<file path="src/gat_dim_pkg.sv">
package gat_dim_pkg;

  // Layer sizes
  localparam int NUM_FEAT_IN  = 4;
  localparam int NUM_FEAT_OUT = 2;
  localparam int MAX_NODES    = 4;
  localparam int NODE_IDX_W   = 2;

  // Element widths
  localparam int DATA_W      = 8;
  localparam int WH_W        = 18;
  localparam int SCORE_W     = 28;
  localparam int ACC_W       = 48;
  localparam int LRELU_SHIFT = 3;

  // Named signed element types keep packed array elements signed
  typedef logic signed [DATA_W-1:0]  data_t;
  typedef logic signed [WH_W-1:0]    wh_t;
  typedef logic signed [SCORE_W-1:0] score_t;
  typedef logic signed [ACC_W-1:0]   acc_t;

  typedef data_t [NUM_FEAT_IN-1:0]                      feat_vec_t;
  typedef data_t [NUM_FEAT_OUT-1:0][NUM_FEAT_IN-1:0]    weight_mat_t;
  // Lower half weights the centre product, upper half the neighbour
  typedef data_t [2*NUM_FEAT_OUT-1:0]                   attn_vec_t;
  typedef wh_t   [NUM_FEAT_OUT-1:0]                     wh_vec_t;
  typedef acc_t  [NUM_FEAT_OUT-1:0]                     out_vec_t;

  typedef struct packed {
    logic    valid;
    score_t  score;
    wh_vec_t wh;
  } score_beat_t;

endpackage

</file>
<file path="src/attn_score.sv">
`timescale 1ns/1ps

module attn_score (
  input  logic                      clk,
  input  logic                      rst_n,
  input  gat_dim_pkg::attn_vec_t    attn_i,
  input  logic                      issue_i,
  input  gat_dim_pkg::wh_vec_t      wh_center_i,
  input  gat_dim_pkg::wh_vec_t      wh_sel_i,
  output gat_dim_pkg::score_beat_t  beat_o
);

  logic signed [gat_dim_pkg::SCORE_W-1:0] raw_sum;
  gat_dim_pkg::score_t                    score_act;

  logic                 beat_vld;
  gat_dim_pkg::score_t  beat_score;
  gat_dim_pkg::wh_vec_t beat_wh;

  // a^T [Wh_center || Wh_neighbour]
  always_comb begin
    raw_sum = '0;
    for (int i = 0; i < gat_dim_pkg::NUM_FEAT_OUT; i++) begin
      raw_sum = raw_sum
              + $signed(attn_i[i]) * $signed(wh_center_i[i])
              + $signed(attn_i[i+gat_dim_pkg::NUM_FEAT_OUT]) * $signed(wh_sel_i[i]);
    end
  end

  // Leaky ReLU with a negative slope of 1/8
  assign score_act = raw_sum[gat_dim_pkg::SCORE_W-1] ?
                     (raw_sum >>> gat_dim_pkg::LRELU_SHIFT) : raw_sum;

  always_ff @(posedge clk or negedge rst_n) begin
    if (!rst_n) begin
      beat_vld <= 1'b0;
    end else begin
      beat_vld <= issue_i;
    end
  end

  always_ff @(posedge clk) begin
    if (issue_i) begin
      beat_score <= score_act;
      beat_wh    <= wh_sel_i;
    end
  end

  assign beat_o = '{valid: beat_vld, score: beat_score, wh: beat_wh};

endmodule

</file>
<file path="config.mk">
export PLATFORM = sky130hd
export DESIGN_NAME = attn_score
export DESIGN_NICKNAME = d
export VERILOG_FILES = /design/src/gat_dim_pkg.sv /design/src/attn_score.sv
export SDC_FILE = /design/constraint.sdc
export NUM_CORES = 2
export LEC_CHECK = 0
export ABC_AREA = 1
export ABC_CLOCK_PERIOD_IN_PS = 800
export CAP_MARGIN = 30
export CORE_UTILIZATION = 45
export CTS_CLUSTER_DIAMETER = 30
export CTS_CLUSTER_SIZE = 30
export DETAILED_ROUTE_END_ITERATION = 7
export DONT_BUFFER_PORTS = 1
export SLEW_MARGIN = 20
export SYNTH_ARGS = -nofsm -noshare
export SYNTH_HDL_FRONTEND = slang
export SYNTH_SLANG_ARGS = --single-unit
</file>
<file path="constraint.sdc">
create_clock -name clk -period 0.8 [get_ports clk]
set_input_delay 0.12 -clock clk [delete_from_list [all_inputs] [get_ports clk]]
set_output_delay 0.12 -clock clk [all_outputs]
set_load 0.05 [all_outputs]
</file>
# Word level (Yosys, flattened, before mapping)
# Index checks and enable logic that the tools add are counted.
# classes
mul,4
muxes,1
n_addsub,3
# ops
op,n
multiplier 8 x 18 -> 26 bit,4
adder 27 x 26 -> 28 bit,1
adder 28 x 26 -> 28 bit,1
two-way mux 28 bit,1
adder 26 x 26 -> 27 bit,1
# word_totals
output_inout_bits,65
ff_bits,65
inputBits,107
elab_cells,13

# Depth between registers and ports, before layout
# depth
ltp_word,5
mapped_depth,31
depth_no_buf,29

# Worst setup path after synthesis
# OpenSTA, ideal clock, no wires.
# synth_timing
kind,input port to flip-flop
start,in attn_i[5] (netlist bit)
end,"reg beat_score[1], data pin"
required_ns,0.548
arrival_time_ns,6.274
n_path_buf,3
path_slack_ns,-5.726
setup_ns,0.252
cell_stages,28
cell_sequence,clkbuf_1 > clkbuf_1 > nand2_1 > fa_1 > inv_1 > fa_1 > fa_1 > inv_1 > fa_1 > inv_1 > fa_1 > fa_1 > fa_1 > inv_1 > fa_1 > inv_1 > ha_1 > a21oi_1 > inv_1 > nor2_2 > nand2_2 > nand2_2 > nand3_4 > inv_6 > nand3_4 > buf_12 > nand3_2 > nand2_1
# synth_via
elab_chain_cells,5
# synth_lines
item,line,rtl
start: declaration,attn_score.sv:6,"input gat_dim_pkg::attn_vec_t attn_i,"
multiplier 8 x 18 -> 26 bit,attn_score.sv:25,+ $signed(attn_i[i]) * $signed(wh_center_i[i])
adder 26 x 26 -> 27 bit,attn_score.sv:26,+ $signed(attn_i[i+gat_dim_pkg::NUM_FEAT_OUT]) * $signed(wh_sel_i[i]);
adder 27 x 26 -> 28 bit,attn_score.sv:25,
adder 28 x 26 -> 28 bit,attn_score.sv:26,
two-way mux 28 bit,attn_score.sv:31,assign score_act = raw_sum[gat_dim_pkg::SCORE_W-1] ?
named net score_act[1],attn_score.sv:14,gat_dim_pkg::score_t score_act;
end signal: assignment,attn_score.sv:44,beat_score <= score_act;
end: declaration,attn_score.sv:17,gat_dim_pkg::score_t beat_score;
# The timed path passes the listed nets, and every way through them passes these cells.
# A chain may end at the register's enable or synchronous reset.

# Worst setup path in the final report
# layout_timing
start,in attn_i[7] (netlist bit)
end,"reg beat_score[16], data pin"
# Same word-level chain as after synthesis.

==> flow_summary.yaml <==
drt:
  ant_nets: 0
  drtIter0Drc: 946
  wl_um: 63500
  drtPass1Iterations: 8
  viasPerCell: 4.870
  wire_per_inst_um: 17.52
  dr_total_vias: 17660
  drc: 20
floorplanning:
  initial_core_util: 0.4572
  io_pins: 172
  dieWidth_um: 233.5
  core-area_um2: 52760
  die_h_um: 233.5
  rows: 84
  dieArea_um2: 54530
synthesis:
  synth-seq-area-share: 0.08071
  syn-num-nets: 3661
  synthXorXnorAreaFrac: 0.006173
  synth.area.mux_share: 0
  synth_top_area_share: 0.5129
  postSynthAreaPerCell_um2: 8.587
  ys_ff_latch: 65
  synth_ff_type: "edfxtp_1"
  synth.distinct_cells: 38
  synth_area_leaders: "fa_1 (51%), inv_1 (15%), nand2_1 (9.8%), edfxtp_1 (8.0%), ha_1 (6.6%)"
  async_flop_share: 0.01538
  synth_area_um2: 24120
  synth-simple-area-share: 0.1519
  synth_compound_area_frac: 0.01110
  synth_top_family_by_area: "adder cells"
  yosysTopAreaCell: "fa_1"
  synth_enable_flop_cells: 64
  synth_adder_area_share: 0.5788
  synth_warnings: 0
  syn_inst: 2809
placed_design:
  globalplace.congestion: 0.9117
  numPortBuffers: 0
  hpwl_um: 54780
finish:
  post-route-util: 0.5422
  fillers: 4788
  diodes: 0
  area_delta_synth_final_pct: 18.61
  drive_above_1_share: 0.1614
  nNetsFinal: 3784
clock_tree:
  cts_tree: "done"
  cts_num_sinks: 65
  clkSlewWorstSetupHoldPaths_ns: 0.06
  clock_path_buffers: 2
  clockRootBuffer: "clkbuf_16"
  cts_buffers: 9
  hold_buffers: 38
  htree_levels: 3
sta:
  slew_headroom: 0.7562
  rsz0062_at_grt: "yes"
  finalHoldViolCount: 65
  finalCritPeriodShare: 7.675
  fin_worst_hold_slack_ns: -0.1728
  tightest_slew_ns: 0.3646
  setup_violations: 93
  slew_violations: 0
  setup_ws_ns: -5.340
  fin_crit_ns: 6.140
  clock.fmax_mhz: 162.9
status:
  violations: "DRC, hold timing, setup timing"
  status: "complete, but fails checks"
critical_path:
  cp-start-kind: "primary input"
  required_ns: 0.93
  timing.critical_path.mode_cell: "fa_1"
  crit_family: "adder cells"
  path_buf_inv: 9
  slowest_stage: "fa_1"
  slowest_delay_ns: 0.56
  critPathMaxFanout: 18
  end_kind: "register"
  cp.arrival_ns: 6.27
  crit_type: "primary input to register"
global_routing:
  grt_antenna_before_repair: 0
  grt_max_degree: 66
  overflow: 0
  track_usage: 0.2556
  grt_pass1_wl_um: 105200
  grt_pass1_vias: 20120
job:
  cap_viol_max_count: 0
min_path:
  hold_class: "primary input to register"
logic make-up (layout without fill, tap and decap cells):
family / count (synthesis) / in the layout
buffers and inverters: 1082 / 1204
and+or+nand+nor: 849 / 855
adders and majority gates: 745 / 745
DFF: 65 / 65
AOI/OAI and AO/OA: 51 / 51
xor gates and xnor gates: 17 / 17
Yosys cell counts, types with 3 or more instances:
cell type	count
inv_1	935
nand2_1	632
fa_1	618
ha_1	127
clkbuf_1	116
edfxtp_1	64
nand3_1	60
nor2_1	57
or2_2	37
a21oi_1	28
nand3_2	21
o21ai_0	16
buf_1	15
xor2_1	15
nand4_1	10
nand2_2	8
nor3_1	5
inv_2	4
nand2_4	4
nand3_4	4
nor2_2	4
buf_4	3
o21ai_1	3
layout make-up:
type	instances	area (um2)	share of cell area
clock buffer	9	225.2	0.007872
inverter	940	3536	0.1236
multi-input combinational	1668	18960	0.6626
sequential	65	1947	0.06805
timing repair buffer	248	3008	0.1051
tap	688	860.8	0.03009
clock inverter	7	76.32	0.002668
routing by layer:
metal	vias up	GRT usage	share of wire	wire length, um
met5	-	0	0	0
met4	0	0.09943	0.040	2564
met2	490	0.4646	0.53	33850
met1	9078	0.3062	0.38	23990
met3	105	0.03125	0.049	3097
li1	7982	-	-	-
layout by cell type (no fill, tap or decap), types with 38 or more instances in the layout:
master	n
buf_4	123
ha_1	105
edfxtp_1	64
inv_1	906
nand3_1	43
fa_1	589
buf_12	73
nand3_2	38
nand2_1	612
nor2_1	42
dlygate4sd3_1	38
per-stage QoR:
stage,cells,setup slack [ns],area (um2),TNS [ns]
finish,3625,-5.340,28610,-166.79
CTS,3620,-5.298,28390,-167.54
floorplan,2809,-5.308,24890,-148.13
detailed placement,3534,-5.837,27010,-162.13
global route,3625,-5.533,28610,-173.81
global placement,3534,-5.833,27010,-159.62
state kept, by name (all words and copies together) (netlist names):
register	flops
beat_o	36
beat_score	28
beat_vld	1
path summary, 6_finish.rpt:
kind	slack, ns	endpoint	depth (start not counted)	start
worst max-delay path	-5.34	beat_score[16]	28	attn_i[7]
worst min-delay path	-0.17	beat_vld	0	issue_i
max in group asynchronous	0.21	beat_vld	2	rst_n
min in group asynchronous	0.49	beat_vld	2	rst_n
what timing repair did:
item                                    in CTS  in global routing
endpoints found under the hold margin      102                 65
gates cloned                                10                  1
resized for setup                           91                 57
pin swaps                                   27                  8
setup buffers                               22                  4
endpoints found under the setup margin      93                 93
Power is left out: the tool's default activity adds up to more than one toggle a clock period on the data nets, which glitch-free logic cannot reach.
