`src/gat_dim_pkg.sv`:
```
package gat_dim_pkg;

  // Layer sizes
  localparam int NUM_FEAT_IN  = 4;
  localparam int NUM_FEAT_OUT = 2;
  localparam int MAX_NODES    = 4;
  localparam int NODE_IDX_W   = 2;

  // Element widths
  localparam int DATA_W      = 8;
  localparam int WH_W        = 18;
  localparam int SCORE_W     = 28;
  localparam int ACC_W       = 48;
  localparam int LRELU_SHIFT = 3;

  // Named signed element types keep packed array elements signed
  typedef logic signed [DATA_W-1:0]  data_t;
  typedef logic signed [WH_W-1:0]    wh_t;
  typedef logic signed [SCORE_W-1:0] score_t;
  typedef logic signed [ACC_W-1:0]   acc_t;

  typedef data_t [NUM_FEAT_IN-1:0]                      feat_vec_t;
  typedef data_t [NUM_FEAT_OUT-1:0][NUM_FEAT_IN-1:0]    weight_mat_t;
  // Lower half weights the centre product, upper half the neighbour
  typedef data_t [2*NUM_FEAT_OUT-1:0]                   attn_vec_t;
  typedef wh_t   [NUM_FEAT_OUT-1:0]                     wh_vec_t;
  typedef acc_t  [NUM_FEAT_OUT-1:0]                     out_vec_t;

  typedef struct packed {
    logic    valid;
    score_t  score;
    wh_vec_t wh;
  } score_beat_t;

endpackage

```
`src/aggregator.sv`:
```
`timescale 1ns/1ps

module aggregator (
  input  logic                      clk,
  input  logic                      rst_n,
  input  logic                      clear_i,
  input  gat_dim_pkg::score_beat_t  beat_i,
  output gat_dim_pkg::out_vec_t     feat_o
);

  gat_dim_pkg::out_vec_t acc;
  gat_dim_pkg::out_vec_t prod;

  // Score times each element of the neighbour product
  always_comb begin
    prod = '0;
    for (int o = 0; o < gat_dim_pkg::NUM_FEAT_OUT; o++) begin
      prod[o] = $signed(beat_i.score) * $signed(beat_i.wh[o]);
    end
  end

  always_ff @(posedge clk or negedge rst_n) begin
    if (!rst_n) begin
      acc <= '0;
    end else if (clear_i) begin
      acc <= '0;
    end else if (beat_i.valid) begin
      for (int o = 0; o < gat_dim_pkg::NUM_FEAT_OUT; o++) begin
        acc[o] <= acc[o] + prod[o];
      end
    end
  end

  // Holds the last result until the next clear
  assign feat_o = acc;

endmodule

```
`config.mk`:
```
export PLATFORM = sky130hd
export DESIGN_NAME = aggregator
export DESIGN_NICKNAME = d
export VERILOG_FILES = /design/src/gat_dim_pkg.sv /design/src/aggregator.sv
export SDC_FILE = /design/constraint.sdc
export NUM_CORES = 2
export LEC_CHECK = 0
export BUFFER_PORTS_ARGS = -buffer_cell sky130_fd_sc_hd__buf_2
export CORE_MARGIN = 2
export CORE_UTILIZATION = 45
export DETAILED_ROUTE_END_ITERATION = 8
export GPL_ROUTABILITY_DRIVEN = 0
export PLACE_DENSITY_LB_ADDON = 0.15
export RECOVER_POWER = 50
export SLEW_MARGIN = 40
export SYNTH_ARGS = -nofsm -noshare
export SYNTH_HDL_FRONTEND = slang
export SYNTH_SLANG_ARGS = --single-unit
```
`constraint.sdc`:
```
create_clock -name clk -period 11.1 [get_ports clk]
set_clock_uncertainty 0.2 [all_clocks]
set_input_delay 2.22 -clock clk [delete_from_list [all_inputs] [get_ports clk]]
set_output_delay 2.22 -clock clk [all_outputs]
set_load 0.03 [all_outputs]
```
# Yosys cells after proc, flatten, opt, wreduce, memory -nomap -nowiden
# Index checks and enable logic that the tools add are counted.
classes:
  n_addsub: 2
  mul: 2
  n_reduce_logical: 1
  muxes: 2
ops:
  columns: ["op", "count"]
  rows:
  - ["$mux W96", 2]
  - ["$add A48 B46 Y48", 2]
  - ["$mul A28 B18 Y46", 2]
  - ["$reduce_bool A2 Y1", 1]
totals:
  wordCells: 9
  input_bits: 68
  reg_bits: 96
  output_inout_bits: 96

# Logic depth before layout (Yosys ltp)
depth:
  word_depth: 4
  ltp_mapped: 28
  ltp_nobuf: 26

# Worst setup path before layout
# OpenSTA, ideal clock, no wires.
synth_path:
  path_type: "input to register"
  from: "input beat_i[63] (netlist name)"
  to: "register acc, in the netlist feat_o[45]"
  setup_time_ns: 0.126
  t_arrival_ns: 8.570
  stages: 19
  path_slack_ns: 2.204
  t_required_ns: 10.774
  path_cell_list: "clkbuf_1 > clkbuf_1 > nand2_1 > fa_1 > inv_1 > fa_1 > fa_1 > fa_1 > fa_1 > inv_1 > fa_1 > inv_1 > ha_1 > ha_1 > and3_1 > nand4_1 > or4_1 > o2111a_1 > a221o_1"
synth_via:
  elab_chain_cells: 4
synth_lines:
  columns: ["item", "line_no", "rtl"]
  rows:
  - ["start, declared", "aggregator.sv:7", "input gat_dim_pkg::score_beat_t beat_i,"]
  - ["$mul A28 B18 Y46", "aggregator.sv:18", "prod[o] = $signed(beat_i.score) * $signed(beat_i.wh[o]);"]
  - ["$add A48 B46 Y48", "aggregator.sv:29", "acc[o] <= acc[o] + prod[o];"]
  - ["$mux W96", "aggregator.sv:27", "end else if (beat_i.valid) begin"]
  - ["$mux W96", "aggregator.sv:25", "end else if (clear_i) begin"]
  - ["end signal, assigned by index", "aggregator.sv:29", null]
  - ["end, declared", "aggregator.sv:11", "gat_dim_pkg::out_vec_t acc;"]
# No other way between the ends. The select of a mux whose other input is x is not followed.
# A chain may end at the register's enable or synchronous reset.

# Worst setup path in the final report
layout_path:
  from: "input beat_i[46] (netlist name)"
  to: "register acc, in the netlist feat_o[89]"
# Same word-level chain as after synthesis.

==> results.ini <==
[synth]
synth.avg_cell_area_um2=9.34
post_synth_num_cell_types=68
synth-main-ff-cell=dfrtp_1
yosysWarnings=0
synth_edf_count=0
ys_seq_area_frac=0.0568
netlist_instances=4530
syn_area_um2=42300
syn_nets=5960
ys_async_sr_fraction=1.00
ys_ff_latch=96

[global_route]
grt_use_met1=0.290
grtUsageTotal=0.233
grt_overflow_total=0
grt_pass1_vias=32200
grt.met3_usage=0.0339
grt_pass1_wl_um=175000
grt_max_degree=58
antenna_found_initial=9
busiest_layer=met2
use_met2=0.421

[clock_network]
clock-root-buffer=clkbuf_16
cts_resized=0
cts_buffers=9
clock-sinks=96
path_clk_slew_ns=0.07
clock_latency_ns=0.43
cts_max_level=3
cts_tree=done
cts_setup_buffers=0
cts_hold_buf=0
clockBufferDepth=2

[sta]
timing.slew.headroom=-1.54
hold_viol_final=0
hold_ws_ns=0.310
min_period_ns=9.56
max_freq_ghz=0.105
setup_viol=0
worst_slew_pin_slew_ns=3.81
rsz0062_at_grt=false
finalMaxSlewViolations=145
fin_tns_setup_ns=0
finalCritPeriodShare=0.861

[finish]
nNetsFinal=5920
largest_reg_flops=96
area_growth_pct=4.70
n_fill_cell=9195
drive_above_1_share=0.0398

[flow_run]
drv_cap=3

[run_status]
failed_checks=capacitance limit, slew limit
status=finished with violations

[setup_path]
timing.reg2reg.setup_slack_ns=4.65
required_ns=11.24
start_kind=primary input
rr_worst_depth=20
path_class=primary input to flop
critical_path.max_fanout=36
r2r-end=feat_o[89]
critPathCaptureType=flop
arrival_ns=9.70
r2r-start=feat_o[58]

[route]
wl_per_cell_um=18.4
drt_iter0_drc=1424
wl_um=106000
num_vias=29500
viasPerCell=5.13
ant_nets=0
drt-pass1-iter-count=5
drc_errors=0

[die]
start_util=0.453
die_h_um=311
row_count=112
io_pins=164
die_x_um=311
coreArea_um2=93300
die_area_um2=96500

[min_path]
min_path_type=flop to flop
hold_end=feat_o[70]
min_path_cells=2
hold_start=feat_o[70]

[placement]
io_buffers=163
dp_hpwl_um=86800

-- stage by stage --
stage / instances / setup WS (ns) / instance area [um^2] / util
4_1_cts: 5747 / 1.69 / 44300 / 0.475
5_1_grt: 5749 / 1.36 / 44300 / 0.475
3_3_place_gp: 5732 / 1.31 / 44000 / 0.472
3_5_place_dp: 5732 / 1.28 / 44000 / 0.472
6_report: 5753 / 1.54 / 44300 / 0.475
2_1_floorplan: 4530 / 2.20 / 42300 / -
-- layer usage --
metal | part of all wire | vias up | wire length, um
li1 | - | 13100 | -
met1 | 0.40 | 15700 | 42300
met2 | 0.53 | 586 | 56200
met3 | 0.044 | 115 | 4670
met4 | 0.025 | 10 | 2660
met5 | 0.00052 | - | 55
-- cell families after synthesis --
kind of cell / count (synthesis) / share of synthesized area
multiplexers: 45 / 0.0107
adder cells (fa/ha/maj): 1362 / 0.596
XOR/XNOR: 94 / 0.0195
flip-flops: 96 / 0.0568
AND/OR/NAND/NOR: 1288 / 0.150
AO/OA/AOI/OAI: 333 / 0.0508
buffers and inverters: 1312 / 0.117
-- layout by cell type, fill, tap and decap left out, drive strengths merged, types with 80 or more instances in the layout --
cell type and instances:
buf 145, and2 498, ha 272, nand2 549, nor2 134, dfrtp 96
a21oi 90, o21ai 80, fa 1090, inv 1065
-- worst max path at each step --
stage | from | to | slack, ns | depth (start not counted)
after global placement | beat_i[44] | feat_o[93] | 1.31 | 24
after detailed placement | beat_i[44] | feat_o[93] | 1.28 | 24
after global routing | beat_i[45] | feat_o[44] | 1.36 | 22
after CTS | beat_i[44] | feat_o[89] | 1.69 | 24
after floorplan | beat_i[63] | feat_o[45] | 2.20 | 19
final | beat_i[46] | feat_o[89] | 1.54 | 24
-- cell type report --
class                   instances  area, um^2  area share
diodes                          5        12.5    0.000282
flip-flops and latches         96        2400      0.0542
clock buffers                   9         225     0.00508
clock inverters                 6        68.8     0.00155
multi-input cells            3122       35000       0.790
well taps                    1254        1570      0.0354
inverters                    1066        4000      0.0903
repair buffers                195        1020      0.0230
-- Yosys cell counts, types with 4 or more instances --
| cell | n | share of area |
|---|---|---|
| fa_1 | 1090 | 0.52 |
| inv_1 | 1064 | 0.094 |
| nand2_1 | 549 | 0.049 |
| and2_1 | 498 | 0.074 |
| ha_1 | 272 | 0.080 |
| clkbuf_1 | 239 | 0.021 |
| nor2_1 | 134 | 0.012 |
| dfrtp_1 | 96 | 0.057 |
| a21oi_1 | 89 | 0.011 |
| o21ai_0 | 76 | 0.0090 |
| xnor2_1 | 66 | 0.014 |
| a21o_1 | 57 | 0.010 |
| mux2i_1 | 44 | 0.010 |
| xor2_1 | 28 | 0.0058 |
| nand4_1 | 23 | 0.0034 |
| nand3_1 | 18 | 0.0021 |
| nand2b_1 | 16 | 0.0024 |
| a211oi_1 | 14 | 0.0025 |
| nor2b_1 | 14 | 0.0021 |
| o21bai_1 | 13 | 0.0023 |
| a31oi_1 | 12 | 0.0018 |
| and3_1 | 10 | 0.0015 |
| o211ai_1 | 10 | 0.0018 |
| nor3_1 | 8 | 0.00095 |
| o21a_1 | 7 | 0.0012 |
| a221o_1 | 6 | 0.0014 |
| a22o_1 | 6 | 0.0012 |
| buf_1 | 6 | 0.00053 |
| o2111ai_1 | 4 | 0.00083 |
| o21ai_1 | 4 | 0.00047 |
| or3_1 | 4 | 0.00059 |
-- critical path, cell delays in order --
cell and delay (ns):
buf_2 0.61, and2_1 0.26, fa_1 0.42, fa_1 0.51, inv_1 0.05, fa_1 0.47
inv_1 0.05, fa_1 0.50, inv_1 0.05, fa_1 0.53, inv_1 0.05, fa_1 0.44
ha_1 0.29, ha_1 0.36, a21o_1 0.18, a21o_1 0.19, a211oi_1 0.45, o21ai_0 0.14
a31o_2 0.26, a221o_1 0.37, a21oi_1 0.69, o21ai_0 0.25, xnor2_1 0.16, o21ai_0 0.16
Power is not shown: default switching activity piles up to over one toggle a cycle in this logic, so the estimate is an artifact.
