**src/gat_ctrl_pkg.sv**
```systemverilog
package gat_ctrl_pkg;

  typedef enum logic [2:0] {
    IDLE,
    LOAD,
    SCORE,
    DRAIN,
    DONE
  } gat_state_e;

  // Per-cycle command from the sequencer
  typedef struct packed {
    logic load_en;
    logic score_en;
    logic clear;
    logic finish;
  } ctrl_cmd_t;

endpackage

```
**src/gat_dim_pkg.sv**
```systemverilog
package gat_dim_pkg;

  // Layer sizes
  localparam int NUM_FEAT_IN  = 4;
  localparam int NUM_FEAT_OUT = 2;
  localparam int MAX_NODES    = 4;
  localparam int NODE_IDX_W   = 2;

  // Element widths
  localparam int DATA_W      = 8;
  localparam int WH_W        = 18;
  localparam int SCORE_W     = 28;
  localparam int ACC_W       = 48;
  localparam int LRELU_SHIFT = 3;

  // Named signed element types keep packed array elements signed
  typedef logic signed [DATA_W-1:0]  data_t;
  typedef logic signed [WH_W-1:0]    wh_t;
  typedef logic signed [SCORE_W-1:0] score_t;
  typedef logic signed [ACC_W-1:0]   acc_t;

  typedef data_t [NUM_FEAT_IN-1:0]                      feat_vec_t;
  typedef data_t [NUM_FEAT_OUT-1:0][NUM_FEAT_IN-1:0]    weight_mat_t;
  // Lower half weights the centre product, upper half the neighbour
  typedef data_t [2*NUM_FEAT_OUT-1:0]                   attn_vec_t;
  typedef wh_t   [NUM_FEAT_OUT-1:0]                     wh_vec_t;
  typedef acc_t  [NUM_FEAT_OUT-1:0]                     out_vec_t;

  typedef struct packed {
    logic    valid;
    score_t  score;
    wh_vec_t wh;
  } score_beat_t;

endpackage

```
**src/node_counter.sv**
```systemverilog
`timescale 1ns/1ps

module node_counter (
  input  logic                                clk,
  input  logic                                rst_n,
  input  logic                                start_i,
  input  logic [gat_dim_pkg::NODE_IDX_W:0]    num_nodes_i,
  input  gat_ctrl_pkg::ctrl_cmd_t             cmd_i,
  input  logic                                node_vld_i,
  output logic [gat_dim_pkg::NODE_IDX_W-1:0]  node_idx_o,
  output logic                                last_node_o
);

  logic [gat_dim_pkg::NODE_IDX_W:0]   node_cnt;
  logic [gat_dim_pkg::NODE_IDX_W-1:0] node_idx;
  logic                               step;

  assign step = (cmd_i.load_en && node_vld_i) || cmd_i.score_en;

  always_ff @(posedge clk or negedge rst_n) begin
    if (!rst_n) begin
      node_cnt <= '0;
      node_idx <= '0;
    end else begin
      // Count sampled with an accepted start
      if (cmd_i.clear && start_i) begin
        node_cnt <= num_nodes_i;
      end
      if (cmd_i.clear) begin
        node_idx <= '0;
      end else if (step) begin
        // Wrap so the score phase starts again at node 0
        node_idx <= last_node_o ? '0 : node_idx + 1'b1;
      end
    end
  end

  assign last_node_o = ({1'b0, node_idx} == node_cnt - 1'b1);
  assign node_idx_o  = node_idx;

endmodule

```
**config.mk**
```make
export PLATFORM = sky130hd
export DESIGN_NAME = node_counter
export DESIGN_NICKNAME = d
export VERILOG_FILES = /design/src/gat_ctrl_pkg.sv /design/src/gat_dim_pkg.sv /design/src/node_counter.sv
export SDC_FILE = /design/constraint.sdc
export NUM_CORES = 1
export LEC_CHECK = 0
export ABC_AREA = 0
export BUFFER_PORTS_ARGS = -buffer_cell sky130_fd_sc_hd__buf_2
export CORE_AREA = 5 5 42 44
export CTS_CLUSTER_DIAMETER = 60
export DETAILED_ROUTE_END_ITERATION = 7
export DIE_AREA = 0 0 47 49
export PLACE_DENSITY = 0.46
export SYNTH_ARGS = -nofsm -noshare
export SYNTH_HDL_FRONTEND = slang
export SYNTH_SLANG_ARGS = --single-unit
```
**constraint.sdc**
```tcl
create_clock -name clk -period 1.8 [get_ports clk]
set_input_delay 0.27 -clock clk [delete_from_list [all_inputs] [get_ports clk]]
set_output_delay 0.27 -clock clk [all_outputs]
set_load 0.01 [all_outputs]
```
After elaboration in Yosys (flattened, before gate mapping)
Index checks and enable logic that the tools add are counted.
{"block": "word_totals", "regBits": 5, "latchBits": 0, "mem_bits_rw": 0, "rom_bits": 0, "input_bits": 11, "elab_cells": 12, "memories": 0}
{"block": "op_classes", "add_sub_neg": 2, "n_mul": 0, "n_div": 0, "magnitude_cmp": 0, "n_eq_ne": 1, "shifts": 0, "n_mux": 3, "bitwise_logic": 0, "reduce_logical": 4}
{"op": "$mux 2", "n": 3}
{"op": "$eq 2x3->1", "n": 1}
{"op": "$sub 3x1->3 const B", "n": 1}
{"op": "$add 2x1->2 const B", "n": 1}
{"op": "$logic_and 1x1->1", "n": 2}
{"op": "$reduce_bool 2->1", "n": 1}
{"op": "$logic_or 1x1->1", "n": 1}

Longest topological paths before layout
Gate-level depths: netlist (run 1).
{"block": "depth", "ltp_word": 5, "mapped_depth": 5, "depth_no_buf": 5}

Least setup slack after synthesis (run 1)
No wires, ideal clock.
{"block": "synth_timing", "path_kind": "reg2out", "from": "register node_cnt[0] (netlist bit)", "to": "output port last_node_o", "t_arrival_ps": 1156, "required_time_ps": 1530, "setup_slack_ps": 374, "stages_incl_launch_ff": 5, "n_path_buf": 0, "path_cell_list": "dfrtp_1 -> inv_1 -> ha_1 -> xnor2_1 -> nor3_1"}
{"block": "synth_via", "elab_chain_cells": 2}
{"item": "start, declared", "line": "node_counter.sv:14", "text": "logic [gat_dim_pkg::NODE_IDX_W:0] node_cnt;"}
{"item": "start signal, assigned", "line": "node_counter.sv:27", "text": "node_cnt <= num_nodes_i;"}
{"item": "$sub 3x1->3", "line": "node_counter.sv:38", "text": "assign last_node_o = ({1'b0, node_idx} == node_cnt - 1'b1);"}
{"item": "$eq 2x3->1", "line": "node_counter.sv:38"}
{"item": "end, declared", "line": "node_counter.sv:11", "text": "output logic last_node_o"}
Every way passes these cells.

Worst setup path after layout (run 1)
Same ends and word-level chain as after synthesis.

==> results of run 1 <==
==> area by class of cell <==
cell class	instances	area (um2)	area share (%)
clock buffer	4	26.3	6.23
inverter	3	11.3	2.67
multi-input combinational	19	161	38.3
sequential	5	125	29.7
tap	16	20.0	4.75
timing repair buffer	14	77.6	18.4
==> cell families after synthesis <==
logic type	synth area share [%]
simple gates	11.7
flops	45.0
compound gates	9.46
mux	15.8
xor+xnor	9.46
buf+inv	4.05
fa+ha+maj	4.50
==> power breakdown <==
part	internal (mW)	leakage [nW]	switching, mW	total, mW
registers	0.129	0.0618	0.0161	0.145
logic	0.0711	0.131	0.0601	0.131
clock network	0.0836	0.0150	0.0430	0.127
total	0.284	0.208	0.119	0.403
==> registers in the layout (all words and copies together) (netlist names) <==
| signal | flops |
|---|---|
| node_cnt | 3 |
| node_idx_o | 2 |
==> path summary, 6_finish.rpt <==
| check | startpoint | end | slack, ns | cells past startpoint |
|---|---|---|---|---|
| max in group asynchronous | rst_n | node_idx_o[0] | 1.30 | 2 |
| min in group asynchronous | rst_n | node_cnt[0] | 0.37 | 2 |
| min | cmd_i[1] | node_idx_o[0] | 0.23 | 2 |
| max | node_cnt[0] | last_node_o | 0.12 | 5 |
| min reg2reg | node_cnt[1] | node_cnt[1] | 0.51 | 1 |
| max reg2reg | node_cnt[0] | node_idx_o[0] | 0.43 | 5 |
==> metal layers <==
metal,track usage [%],vias to the layer above
li1,-,130
met1,6.68,105
met2,7.47,11
met3,3.69,0
met4,2.76,0
met5,0,-
==> metrics by stage <==
step	cell area, um2	util [%]
2_1_floorplan	278	-
3_3_place_gp	358	25.5
3_5_place_dp	358	25.5
4_1_cts	394	28.1
5_1_grt	422	30.1
6_report	422	30.1
==> critical path, cell delays in order, from the launching register on <==
cell and delay (ns):
dfrtp_1 0.38, inv_1 0.10, ha_4 0.21, xnor2_2 0.15
nor3_1 0.17, buf_2 0.16
==> cells in the final DEF, fill, tap and decap left out <==
cell,count
xnor2_2,1
clkbuf_4,3
a21o_1,1
xor2_1,1
nor3_1,1
mux2_2,3
clkbuf_1,1
ha_4,1
dfrtp_1,5
mux2i_1,1
a21oi_1,2
buf_2,12
nor2_1,1
xnor2_1,1
buf_4,1
dlygate4sd3_1,1
nand2_1,3
inv_1,3
nor4_1,2
o311ai_1,1
==> timing repair <==
item	4_1_cts	5_1_grt
resized for setup	0	2
endpoints found under the setup margin	0	1
hold buffers	1	0
hold endpoints to repair	5	0
setup buffers	0	1
==> results.sh, run 1 <==
export IMPL_ys_types=14
export IMPL_powerDensity_nw_per_um2=956
export IMPL_dieArea_um2=2300
export IMPL_synth_top_area_share_pct=45.0
export IMPL_relSlewSlack_pct=84.1
export IMPL_grt_pass1_wl_um=917
export IMPL_tritoncts="yes"
export IMPL_setup_viol=0
export IMPL_die_width_um=47
export IMPL_clockBufferDepth=2
export IMPL_dieHeight_um=49
export IMPL_leakage_nw=0.208
export IMPL_clock_root_buffer="clkbuf_4"
export IMPL_fin_cells=61
export IMPL_final_setup_worst_slack_ns=0.122
export IMPL_finalPower_mw=0.403
export IMPL_dp_slack_ns=0.334
export IMPL_post_dp_hpwl_um=494
export IMPL_initial_core_util_pct=19.8
export IMPL_syn_avg_cell_area_um2=10.3
export IMPL_clk_pin_slew_worst_paths_ns=0.04
export IMPL_synth_edf_count=0
export IMPL_drive_gt1_share_pct=46.7
export IMPL_synth_net_count=39
export IMPL_synthTopCellsByArea="dfrtp_1 (45%), mux2_2 (12%), xnor2_1 (6.3%)"
export IMPL_antenna_found_initial=0
export IMPL_critPathKind="flop to primary output"
export IMPL_antenna_left=0
export IMPL_peakVddDrop_v=0.000304
export IMPL_ys_seq_elements=5
export IMPL_avgRoutedWirePerCell_um=9.56
export IMPL_start_kind="flop"
export IMPL_grt_pass1_vias=253
export IMPL_cts_buffers_inserted=3
export IMPL_hold_violations=0
export IMPL_antennaDiodeCount=0
export IMPL_end_kind="primary output"
export IMPL_num_vias=246
export IMPL_synth_most_common_cell="dfrtp_1"
export IMPL_cap_violations=0
export IMPL_dr_pass1_iters=2
export IMPL_nets=58
export IMPL_fin_crit_ns=1.68
export IMPL_cts_htree_levels=1
export IMPL_synth_top_flop_cell="dfrtp_1"
export IMPL_drtIter0Drc=2
export IMPL_placeableCoreArea_um2=1400
export IMPL_ys_seq_area_share_pct=45.0
export IMPL_grt_max_degree=7
export IMPL_io_pins=14
export IMPL_dr_max_layer_used="met3"
export IMPL_rsz0062_at_grt="false"
export IMPL_drv_slew=0
export IMPL_met2_length_um=231
export IMPL_worstPathArrival_ns=1.41
export IMPL_grt_usage_pct=5.59
export IMPL_overflow=0
export IMPL_holdWs_ns=0.233
export IMPL_n_fill_cell=166
export IMPL_synth_area_leader_cell="dfrtp_1"
export IMPL_remaining_drc_errors=0
export IMPL_std_cell_rows=14
export IMPL_routed_via_density=4.03
export IMPL_clk_latency_ns=0.24
export IMPL_final_setup_tns_ns=0
export IMPL_area_growth_pct=51.8
export IMPL_placedCellCount=55
export IMPL_worstPathRequired_ns=1.53
export IMPL_status="completed"
export IMPL_worst_pin_slew_ns=0.235
export IMPL_gp_congestion=0.738
export IMPL_cp_max_fo=3
export IMPL_wl_met3_um=75
export IMPL_finalClockSkew_ns=0.00311
export IMPL_fmax_mhz=596
export IMPL_synth_warnings=0
export IMPL_portBuffers=12
export IMPL_yosys_top_cells_count="dfrtp_1 (5), inv_1 (3), mux2_2 (3), nand2_1 (3)"
export IMPL_cts_sinks=5
export IMPL_hold_path_class="primary input to flop"
export IMPL_routed_wl_um=583
export IMPL_syn_inst=27
export IMPL_async_flop_share_pct=100
export IMPL_syn_area_um2=278
export IMPL_met1_length_um=277
export IMPL_period_share_pct=93.2
(Power assumes the default switching activity.)
==> run 2: changes to the inputs <==
--- a/config.mk
+++ b/config.mk
@@ -9,2 +9,4 @@
 export BUFFER_PORTS_ARGS = -buffer_cell sky130_fd_sc_hd__buf_2
+export CELL_PAD_IN_SITES_DETAIL_PLACEMENT = 1
+export CELL_PAD_IN_SITES_GLOBAL_PLACEMENT = 1
 export CORE_AREA = 5 5 42 44
@@ -13,3 +15,3 @@
 export DIE_AREA = 0 0 47 49
-export PLACE_DENSITY = 0.46
+export PLACE_DENSITY = 0.57
 export SYNTH_ARGS = -nofsm -noshare
==> constraint.sdc (replaced) <==
create_clock -name clk -period 1.8 [get_ports clk]
set_input_delay 0.09 -clock clk [delete_from_list [all_inputs] [get_ports clk]]
set_output_delay 0.09 -clock clk [all_outputs]
set_load 0.01 [all_outputs]
==> results.sh, run 2 (synthesized netlist as in run 1, its figures left out) <==
export IMPL_period_share_pct=87.3
export IMPL_hold_path_class="primary input to flop"
export IMPL_worstPathArrival_ns=1.48
export IMPL_largest_register_ffs=3
export IMPL_cp_max_fo=3
export IMPL_clockBufferDepth=2
export IMPL_utilization_pct=28.1
export IMPL_end_kind="primary output"
export IMPL_final_common_cell="buf_2"
export IMPL_finalClockSkew_ns=0.00154
export IMPL_antennaDiodeCount=0
export IMPL_grt_usage_pct=6.78
export IMPL_clock_root_buffer="clkbuf_4"
export IMPL_avgRoutedWirePerCell_um=11.1
export IMPL_cap_violations=0
export IMPL_overflow=0
export IMPL_crit_chain="inv_1 -> ha_1 -> xnor2_1 -> nor3_1 -> buf_2"
export IMPL_cts_htree_levels=1
export IMPL_routed_wl_um=668
export IMPL_top_register="node_cnt"
export IMPL_num_vias=263
export IMPL_final_setup_tns_ns=0
export IMPL_hold_violations=0
export IMPL_placeableCoreArea_um2=1400
export IMPL_initial_core_util_pct=19.8
export IMPL_grt_pass1_vias=296
export IMPL_dieHeight_um=49
export IMPL_cts_sinks=5
export IMPL_setup_viol=0
export IMPL_area_growth_pct=41.9
export IMPL_start_kind="flop"
export IMPL_most_common_layout_cells="buf_2 (12), dfrtp_1 (5)"
export IMPL_antenna_left=0
export IMPL_status="completed"
export IMPL_peakVddDrop_v=0.000316
export IMPL_dr_pass1_iters=2
export IMPL_gp_congestion=0.679
export IMPL_relSlewSlack_pct=82.5
export IMPL_grt_pass1_wl_mm=1.15
export IMPL_dp_slack_ns=0.313
export IMPL_holdWs_ns=0.0459
export IMPL_finalPower_mw=0.381
export IMPL_portBuffers=12
export IMPL_final_setup_worst_slack_ns=0.229
export IMPL_critPathKind="flop to primary output"
export IMPL_routed_via_density=4.38
export IMPL_post_cts_resized=0
export IMPL_fin_crit_ns=1.57
export IMPL_cts_buffers_inserted=3
export IMPL_worst_pin_slew_ns=0.258
export IMPL_worstPathRequired_ns=1.71
export IMPL_dieArea_um2=2300
export IMPL_antenna_found_initial=0
export IMPL_holdBufCountCts=1
export IMPL_post_dp_hpwl_um=577
export IMPL_drtIter0Drc=3
export IMPL_clk_latency_ns=0.23
export IMPL_die_width_um=47
export IMPL_path_buf_inv=2
export IMPL_tritoncts="yes"
export IMPL_rsz0062_at_grt="false"
export IMPL_cp_slowest_cell="dfrtp_1"
export IMPL_clk_pin_slew_worst_paths_ns=0.04
export IMPL_drv_slew=0
export IMPL_fmax_mhz=637
export IMPL_critical_path_top_delay_family="flip-flops"
export IMPL_drive_gt1_share_pct=40.9
export IMPL_io_pins=14
export IMPL_powerDensity_nw_per_um2=965
export IMPL_post_cts_buffers=0
export IMPL_std_cell_rows=14
export IMPL_remaining_drc_errors=0
export IMPL_cpPeakStageDelay_ns=0.38
export IMPL_nets=57
export IMPL_grt_max_degree=7
export IMPL_leakage_nw=0.198
run 2: cell type report:
class	instances	area, um2
Fill cell	178	1010
Multi-Input combinational cell	19	141
Sequential cell	5	125
Timing Repair Buffer	13	70.1
Clock buffer	4	26.3
Tap cell	16	20.0
Inverter	3	11.3
run 2: path summary, 6_finish.rpt:
| check | startpoint | end | slack (ns) | depth (start not counted) |
|---|---|---|---|---|
| setup / recovery | node_cnt[0] | last_node_o | 0.23 | 5 |
| hold / removal | cmd_i[1] | node_idx_o[0] | 0.05 | 2 |
| setup reg to reg | node_cnt[0] | node_idx_o[1] | 0.32 | 5 |
| hold reg to reg | node_cnt[1] | node_cnt[1] | 0.52 | 1 |
| max in group asynchronous | rst_n | node_idx_o[1] | 1.47 | 2 |
| min in group asynchronous | rst_n | node_cnt[0] | 0.20 | 2 |
run 2: metrics by stage:
step	instances	cell area, um2
after floorplan	27	278
after global placement	55	358
after detailed placement	55	358
after CTS	60	394
after global routing	60	394
final	60	394
run 2: worst reg2reg max path, stage by stage (launching register included):
cell and delay [ns]:
dfrtp_1 0.38, inv_1 0.06, ha_1 0.30, xnor2_1 0.26, nor4_1 0.10, nor4_1 0.28
run 2: routing by layer:
metal	vias to the layer above	track usage, %	part of all wire [%]
li1	130	-	-
met1	120	8.22	43
met2	13	9.95	44
met3	0	3.32	13
met4	0	2.76	0
met5	-	0	0
run 2: where the power goes:
| part | switching [mW] | internal [mW] | total, mW |
|---|---|---|---|
| logic | 0.0548 | 0.0547 | 0.110 |
| registers | 0.0169 | 0.129 | 0.146 |
| clock network | 0.0415 | 0.0835 | 0.125 |
