==> config.mk <==
export PLATFORM = sky130hd
export DESIGN_NAME = gat_ctrl_fsm
export DESIGN_NICKNAME = d
export VERILOG_FILES = /design/src/gat_ctrl_pkg.sv /design/src/gat_ctrl_fsm.sv
export SDC_FILE = /design/constraint.sdc
export NUM_CORES = 1
export LEC_CHECK = 0
export CAP_MARGIN = 40
export CORE_AREA = 10 10 47 49
export CTS_BUF_LIST = sky130_fd_sc_hd__clkbuf_4 sky130_fd_sc_hd__clkbuf_8 sky130_fd_sc_hd__clkbuf_16
export CTS_CLUSTER_DIAMETER = 50
export CTS_CLUSTER_SIZE = 30
export DETAILED_ROUTE_END_ITERATION = 12
export DIE_AREA = 0 0 57 59
export DONT_BUFFER_PORTS = 1
export SLEW_MARGIN = 5
export SYNTH_ARGS = -nofsm -noshare
export SYNTH_HDL_FRONTEND = slang
export SYNTH_SLANG_ARGS = --single-unit
==> constraint.sdc <==
create_clock -name clk -period 1.4 [get_ports clk]
set_clock_uncertainty 0.1 [all_clocks]
set_input_delay 0 -clock clk [delete_from_list [all_inputs] [get_ports clk]]
set_output_delay 0 -clock clk [all_outputs]
set_load 0.1 [all_outputs]
==> src/gat_ctrl_pkg.sv <==
package gat_ctrl_pkg;

  typedef enum logic [2:0] {
    IDLE,
    LOAD,
    SCORE,
    DRAIN,
    DONE
  } gat_state_e;

  // Per-cycle command from the sequencer
  typedef struct packed {
    logic load_en;
    logic score_en;
    logic clear;
    logic finish;
  } ctrl_cmd_t;

endpackage

==> src/gat_ctrl_fsm.sv <==
`timescale 1ns/1ps

module gat_ctrl_fsm (
  input  logic                    clk,
  input  logic                    rst_n,
  input  logic                    start_i,
  input  logic                    node_vld_i,
  input  logic                    last_node_i,
  output gat_ctrl_pkg::ctrl_cmd_t cmd_o,
  output logic                    busy_o,
  output logic                    done_o
);

  gat_ctrl_pkg::gat_state_e state;
  gat_ctrl_pkg::gat_state_e state_nxt;

  always_ff @(posedge clk or negedge rst_n) begin
    if (!rst_n) begin
      state <= gat_ctrl_pkg::IDLE;
    end else begin
      state <= state_nxt;
    end
  end

  always_comb begin
    state_nxt = state;
    case (state)
      gat_ctrl_pkg::IDLE: begin
        if (start_i) begin
          state_nxt = gat_ctrl_pkg::LOAD;
        end
      end
      gat_ctrl_pkg::LOAD: begin
        // Last strobe ends the load phase
        if (node_vld_i && last_node_i) begin
          state_nxt = gat_ctrl_pkg::SCORE;
        end
      end
      gat_ctrl_pkg::SCORE: begin
        if (last_node_i) begin
          state_nxt = gat_ctrl_pkg::DRAIN;
        end
      end
      gat_ctrl_pkg::DRAIN: begin
        state_nxt = gat_ctrl_pkg::DONE;
      end
      gat_ctrl_pkg::DONE: begin
        state_nxt = gat_ctrl_pkg::IDLE;
      end
      default: begin
        state_nxt = gat_ctrl_pkg::IDLE;
      end
    endcase
  end

  // Command decode
  always_comb begin
    cmd_o          = '0;
    cmd_o.load_en  = (state == gat_ctrl_pkg::LOAD);
    cmd_o.score_en = (state == gat_ctrl_pkg::SCORE);
    // Only a start taken in IDLE clears the datapath
    cmd_o.clear    = (state == gat_ctrl_pkg::IDLE) && start_i;
    cmd_o.finish   = (state == gat_ctrl_pkg::DONE);
  end

  assign busy_o = (state != gat_ctrl_pkg::IDLE);
  assign done_o = cmd_o.finish;

endmodule

# Word-level counts from Yosys, hierarchy flattened
# Index checks and enable logic that the tools add are counted.
[totals]
ff_bits = 3
inputBits = 5
output_inout_bits = 6
[op_classes]
n_eq_ne = 7
muxes = 4
n_reduce_logical = 5
[ops]
columns = ["operator", "n"]
rows = [
  ["$pmux W3 S4", 1],
  ["$mux W3", 3],
  ["$eq A3 B2 Y1 const B", 2],
  ["$ne A2 B2 Y1 const B", 2],
  ["$eq A3 B1 Y1 const B", 1],
  ["$eq A3 B3 Y1 const B", 1],
  ["$logic_not A3 Y1", 1],
  ["$reduce_and A3 Y1", 1],
  ["$reduce_bool A3 Y1", 1],
  ["$logic_and A1 B1 Y1", 2],
  ["$ne A2 B1 Y1 const B", 1],
]

# Depth between registers and ports, before layout
# Gate-level depths: netlist of the first run.
[depth]
word_depth = 3
depth_mapped = 2
mapped_depth_nobuf = 2

# Worst setup path after synthesis of the first run
# Ideal clock, no wire load.
[synth_timing]
kind = "reg-to-output"
from = "reg state[1]"
to = "out cmd_o[0] in the netlist's numbering"
t_arrival_ps = 3303
required_ps = 1300
setup_slack_ps = -2003
stages_incl_launch_ff = 3
path_cell_list = "dfrtp_1 -> nor3b_1 -> buf_4"
[synth_between]
elab_chain_cells = 1
[synth_rtl]
columns = ["element", "line_no", "rtl"]
rows = [
  ["start, declared", "gat_ctrl_fsm.sv:14", "gat_ctrl_pkg::gat_state_e state;"],
  ["start signal, assigned", "gat_ctrl_fsm.sv:19", "state <= gat_ctrl_pkg::IDLE;"],
  ["start signal, assigned", "gat_ctrl_fsm.sv:21", "state <= state_nxt;"],
  ["$eq A3 B3 Y1", "gat_ctrl_fsm.sv:63", "cmd_o.finish = (state == gat_ctrl_pkg::DONE);"],
  ["end, declared", "gat_ctrl_fsm.sv:9", "output gat_ctrl_pkg::ctrl_cmd_t cmd_o,"],
]
# Every way passes these cells.

==> results of run 1 <==
cells in the mapped netlist:
cell and instances:
a2111oi_2 1, a21o_1 1, and3_1 1, and3b_2 1, buf_4 1, dfrtp_1 3
inv_1 1, nand2b_1 1, nor2_1 2, nor3_1 1, nor3b_1 3, or3_1 1
worst max-delay path: stages, from the launching register on:
cell,delay (ns)
dfrtp_2,0.43
or3_4,0.39
nor2_4,0.11
buf_12,0.18
worst min-delay path by stage:
stage                     to    start  slack (ns)  cells past startpoint
detailed placement  state[2]    rst_n       -0.40                      0
global placement    state[0]    rst_n       -0.40                      0
finish              cmd_o[1]  start_i        0.17                      3
CTS                 cmd_o[1]  start_i        0.18                      3
floorplan           state[0]    rst_n       -0.40                      0
global route        cmd_o[1]  start_i        0.19                      3
stage by stage:
stage	util [%]	hold slack, ns
after floorplan	-	-0.396
after global placement	25.2	-0.395
after detailed placement	25.2	-0.395
after CTS	33.3	0.177
after global routing	35.0	0.185
final	35.0	0.175
metal layers:
layer	part of all wire [%]	vias to the layer above	track usage, %
met5	0	-	0
met4	1.3	0	4.03
met3	9.8	2	3.43
met2	48	13	6.20
met1	41	108	4.89
li1	-	103	-
layout make-up:
type / instances / area share (%)
Timing Repair Buffer: 18 / 43.4
Tap cell: 16 / 4.08
Inverter: 1 / 0.765
Multi-Input combinational cell: 12 / 29.6
Sequential cell: 3 / 16.1
Clock buffer: 4 / 6.12
logic make-up (layout without fill, tap and decap cells):
group / Yosys count / count (layout)
AND/OR/NAND/NOR: 10 / 10
flip-flops: 3 / 3
AO/OA/AOI/OAI: 2 / 2
buffers and inverters: 2 / 23
what timing repair did:
action                     4_1_cts  5_1_grt
gates resized for setup          1        2
pin swaps                        3        2
hold endpoints to repair         5        0
buffers inserted                 4        1
hold buffers                     5        0
setup endpoints to repair        4        5
==> impl_metrics.ini, run 1 <==
[setup_path]
rrSetupSlack_ns = 0.05
cp_max_fo = 4
critPathCapture = cmd_o[1]
r2r_cells = 5
cp.arrival_ns = 1.35
r2r_start = state[1]
startpoint = state[0]
startpoint_type = flip-flop
cp.required_ns = 1.30
criticalPathCategory = reg2out
end_kind = output port
r2r_end = state[1]

[layout]
fin_area_um2 = 490
nets = 44
regMostFlops = state
multi_input_area_um2 = 145
final_common_cell = buf_4
final_cell_mix = 8 x buf_4, 5 x dlygate4sd3_1, 4 x clkbuf_4
largestRegisters = state (3)
stdcell_count = 54
diodes = 0
fillers = 156
largest_reg_flops = 3
areaGrowthSynthToFinish_pct = 184
regArea_um2 = 78.8
drive_above_1_share_pct = 71.1

[place]
portBuffers = 0
placed_cell_area_um2 = 353
dp.cells = 40
hpwl_um = 515
pre_cts_slack_ns = 0.112
gp_congestion = 0.750

[floorplan]
die_x_um = 57
die_h_um = 59
rows = 14
pin_count = 11
start_util_pct = 12.3
fp.coreArea_um2 = 1400
die_area_um2 = 3360

[global_routing]
grt_overflow = 0
grt_max_degree = 6
antenna_found_initial = 0
grt_use_total_pct = 4.72
grt_pass1_wl_mm = 1.18
grt_pass1_vias = 257

[outcome]
outcome = complete, but fails checks
violations = setup timing

[sta]
slew_headroom_pct = 76.1
hold_viol = 0
finalSetupTns_ns = -0.0557
setup_viol = 2
grt_setup_unrepaired = yes
clock.fmax_mhz = 690
setup_ws_ns = -0.0503
tightest_slew_ns = 0.355
finalMaxSlewViolations = 0
finalCriticalPeriod_ns = 1.45
period_share_pct = 104

[yosys]
synth_top_family_by_area = simple AND/OR/NAND/NOR gates
synth_nets = 22
synth_area_leaders = dfrtp_1 43%, nor3b_1 13%, a2111oi_2 8.7%
yosys.area_share.adder_pct = 0
synth_mux_area_share_pct = 0
yosys.area_share.simple_pct = 37.0
synth.distinct_cells = 12
avgSynthCellArea_um2 = 10.2
syn_area_um2 = 173
synth_largest_area_cell = dfrtp_1
ys_seq_elements = 3
synth_xor_area_share_pct = 0
synth-seq-area-share_pct = 43.5
synth_compound_area_share_pct = 13.0
syn-instance-count = 17
yosysWarnings = 0
yosys.area.top_type_share_pct = 43.5

[route]
wire_per_inst_um = 12.9
drc = 0
drt_wl_total_um = 697
drt-vias-per-instance = 4.19
vias = 226
first_iter_violations = 2
firstDrtPassIters = 2
final_antenna_net_count = 0

[cts]
cts_buffers = 3
htreeDepth = 1
clockBufferDepth = 2
cts.sinks = 3
cts_root_buf = clkbuf_4
clk_latency_ns = 0.23
cts_tree = yes
clk_pin_slew_ns = 0.04

[job]
cap_violations = 0

[worst_hold_path]
hp-class = in2out
Power of run 1 is not shown: default switching activity piles up to over one toggle a cycle in this logic, so the estimate is an artifact.
==> run 2: changes to the inputs <==
Settings changed: SKIP_CTS_REPAIR_TIMING set to 1.
==> run 2 against run 1 <==
- the run still ends with setup timing left
- largest cell class unchanged
- final cell count decreased by 3.7%
- wire length decreased by 3.7%
- highest routed layer unchanged
- die area unchanged
- sequential share of layout area increased by 0.33 points
- non-clock buffer count decreased by 2
- global-route usage decreased by 0.35 points
- first-iteration DRC count increased to 3.5 times the previous value
- critical path depth unchanged
==> impl_metrics.ini, run 2 (synthesized netlist as in run 1, its figures left out) <==
[sta]
clock.fmax_mhz = 685
tightest_slew_ns = 0.362
slew_headroom_pct = 75.7
setup_ws_ns = -0.0607
hold_viol = 0
period_share_pct = 104
setup_viol = 2
finalMaxSlewViolations = 0
grt_setup_unrepaired = yes
hold_ws_ns = 0.0868
finalCriticalPeriod_ns = 1.46

[setup_path]
cp.arrival_ns = 1.36
end_kind = output port
cp_max_fo = 5
criticalPathCategory = reg2out
rrSetupSlack_ns = 0.05
cp.required_ns = 1.30
r2r_start = state[0]
r2r_end = state[0]
r2r_cells = 3
startpoint_type = flip-flop

[route]
final_antenna_net_count = 0
first_iter_violations = 7
firstDrtPassIters = 2
drt_wl_total_um = 671
drc = 0
vias = 214
drt-vias-per-instance = 4.12
wire_per_inst_um = 12.9

[cts]
cts_root_buf = clkbuf_4
cts.sinks = 3
clk_latency_ns = 0.23
clockBufferDepth = 2
cts_buffers = 3
htreeDepth = 1
cts_tree = yes
clk_pin_slew_ns = 0.04

[worst_hold_path]
holdCritStartpoint = start_i
holdPathStages = 2
holdPathEnd = state[0]
hp-class = in2reg

[place]
portBuffers = 0
dp.cells = 40
hpwl_um = 515
gp_congestion = 0.750

[layout]
largestRegisters = state (3)
diodes = 0
fillers = 149
regMostFlops = state
drive_above_1_share_pct = 72.2
final_common_cell = buf_4
final_cell_mix = 5 x buf_4, 4 x clkbuf_4, 4 x dlygate4sd3_1
stdcell_count = 52
nets = 42
areaGrowthSynthToFinish_pct = 178
largest_reg_flops = 3

[floorplan]
fp.coreArea_um2 = 1400
die_x_um = 57
pin_count = 11
start_util_pct = 12.3
die_area_um2 = 3360
die_h_um = 59
rows = 14

[global_routing]
antenna_found_initial = 0
grt_pass1_vias = 216
grt_use_total_pct = 4.36
grt_pass1_wl_mm = 1.07
grt_max_degree = 9
grt_overflow = 0

[outcome]
violations = setup timing
outcome = complete, but fails checks

[job]
cap_violations = 0
[run 2: cell types whose count changed in the layout (fill, tap and decap cells not counted)]
cell	delta
buf_4	-3
buf_6	+2
dlygate4sd3_1	-1
[run 2: worst max-delay path by stage]
stage                  start  endpoint  slack, ns
finish              state[0]  cmd_o[1]      -0.06
global route        state[0]  cmd_o[1]      -0.12
CTS                 state[0]  cmd_o[1]      -0.14
detailed placement  state[0]  cmd_o[1]       0.11
global placement    state[0]  cmd_o[1]       0.14
floorplan           state[0]  cmd_o[0]      -0.35
[run 2: critical path, stage by stage (launching register included)]
cell     delay, ns
dfrtp_2       0.43
or3_4         0.40
nor2_4        0.11
buf_12        0.18
[run 2: area by class of cell]
type                            count  area (um^2)  area share (%)
Inverter                            1         3.75           0.781
Sequential cell                     3         78.8            16.4
Multi-Input combinational cell     12          145            30.2
Clock buffer                        4         30.0            6.25
Tap cell                           16         20.0            4.17
Timing Repair Buffer               16          203            42.2
[run 2: per-layer routing]
metal / routed length, um / vias up / GRT usage [%] / part of all wire, %
met2: 313 / 13 / 5.12 / 47
met3: 74 / 2 / 4.51 / 11
li1: - / 98 / - / -
met5: 0 / - / 0 / 0
met1: 273 / 101 / 4.15 / 41
met4: 9 / 0 / 4.03 / 1.3
[run 2: stage by stage]
stage	setup TNS (ns)	setup WS (ns)	util [%]	instance area (um^2)
after floorplan	-0.993	-0.348	-	235
after global placement	0	0.142	25.2	353
after detailed placement	0	0.112	25.2	353
after CTS	-0.287	-0.144	27.3	383
after global routing	-0.240	-0.124	34.3	480
final	-0.0763	-0.0607	34.3	480
Power of run 2 is left out for the same reason.
==> run 3: changes to the inputs <==
Settings changed: CTS_BUF_LIST sky130_fd_sc_hd__clkbuf_4 sky130_fd_sc_hd__clkbuf_8 sky130_fd_sc_hd__clkbuf_16 to sky130_fd_sc_hd__clkbuf_8.
Clock period 1.4 ns to 1.7 ns, I/O delays scaled along.
==> run 3 against run 2 <==
- the run now ends clean
- hold slack improved by 0.081 ns
- critical path depth unchanged
- count of clock-buffer cells in the layout decreased by 1
- first-iteration DRC count decreased by 43%
- core utilization decreased by 5.4 points
- final cell count decreased by 9.6%
- global-route usage decreased by 0.43 points
- via count decreased by 18%
- flip-flop and latch count unchanged
- critical path type unchanged
==> impl_metrics.ini, run 3 (synthesized netlist as in run 1, its figures left out) <==
[setup_path]
r2r_cells = 2
r2r_start = state[0]
criticalPathCategory = reg2out
cp.arrival_ns = 1.47
r2r_end = state[0]
crit_family = simple AND/OR/NAND/NOR gates
slowest_delay_ns = 0.49
end_kind = output port
cp.required_ns = 1.60
cp_max_fo = 8
crit_buf_inv = 1
crit_slowest_cell = dfrtp_1
rrSetupSlack_ns = 0.48
path_cells = or3_4, nor2_4, buf_12
startpoint_type = flip-flop

[cts]
clk_pin_slew_ns = 0.03
cts_tree = yes
cts.sinks = 3
clk_latency_ns = 0.22
htreeDepth = 1
cts_buffers = 3
clockBufferDepth = 2
cts_root_buf = clkbuf_8

[global_routing]
grt_pass1_vias = 159
grt_overflow = 0
grt_use_total_pct = 3.94
grt_pass1_wl_um = 876
grt_max_degree = 9
antenna_found_initial = 0

[worst_hold_path]
holdCritStartpoint = start_i
holdPathStages = 3
holdPathEnd = cmd_o[1]
hp-class = in2out

[layout]
largest_reg_flops = 3
nets = 37
diodes = 0
fillers = 153
regMostFlops = state
final_common_cell = dlygate4sd3_1
areaGrowthSynthToFinish_pct = 134
final_cell_mix = 5 x dlygate4sd3_1, 4 x buf_4, 3 x nor3b_4, 3 x clkbuf_8, 3 x dfrtp_1
regArea_um2 = 75.1
fin_util_pct = 28.8
drive_above_1_share_pct = 51.6
largestRegisters = state (3)
multi_input_area_um2 = 133

[route]
first_iter_violations = 4
drt-vias-per-instance = 3.74
drt_wl_total_um = 548
drc = 0
wire_per_inst_um = 11.7
firstDrtPassIters = 4
final_antenna_net_count = 0
vias = 176

[sta]
clock.fmax_mhz = 638
slew_headroom_pct = 76.8
hold_viol = 0
tightest_slew_ns = 0.348
setup_ws_ns = 0.134
grt_setup_unrepaired = no
finalCriticalPeriod_ns = 1.57
period_share_pct = 92.1
finalMaxSlewViolations = 0
hold_ws_ns = 0.168
setup_viol = 0

[floorplan]
start_util_pct = 12.3
die_area_um2 = 3360
fp.coreArea_um2 = 1400
die_h_um = 59
die_x_um = 57
pin_count = 11
rows = 14

[place]
pre_cts_slack_ns = 0.352
gp_congestion = 0.696
portBuffers = 0

[outcome]
outcome = finished clean

[job]
cap_violations = 0
-- run 3: worst max-delay path by stage --
stage | from | end | slack [ns] | cells past startpoint
4_1_cts | state[1] | cmd_o[1] | 0.12 | 3
6_report | state[1] | cmd_o[1] | 0.13 | 3
3_3_place_gp | state[1] | cmd_o[1] | 0.37 | 3
2_1_floorplan | state[2] | cmd_o[0] | -0.21 | 2
5_1_grt | state[1] | cmd_o[1] | 0.08 | 3
3_5_place_dp | state[1] | cmd_o[1] | 0.35 | 3
-- run 3: area by class of cell --
cell class	count	area share (%)
Clock buffer	3	10.2
Timing Repair Buffer	11	31.6
Inverter	1	0.929
Clock inverter	1	0.929
Sequential cell	3	18.6
Multi-Input combinational cell	12	32.8
Tap cell	16	4.95
-- run 3: through the flow --
| stage | setup TNS, ns | cells | instance area (um^2) |
|---|---|---|---|
| after floorplan | -0.356 | 17 | 213 |
| after global placement | 0 | 38 | 309 |
| after detailed placement | 0 | 38 | 309 |
| after CTS | 0 | 42 | 354 |
| after global routing | 0 | 47 | 404 |
| final | 0 | 47 | 404 |
-- run 3: tightest hold or removal path, stage by stage --
cell,delay [ns]
inv_1,0.07
nor2_4,0.04
buf_12,0.15
-- run 3: routing by layer --
layer,vias up,global-route usage (%),part of all wire (%)
met5,-,0,0
met4,0,5.03,0
met3,0,5.15,18
met2,12,3.72,39
met1,74,3.33,43
li1,90,-,-
Power of run 3 is left out for the same reason.
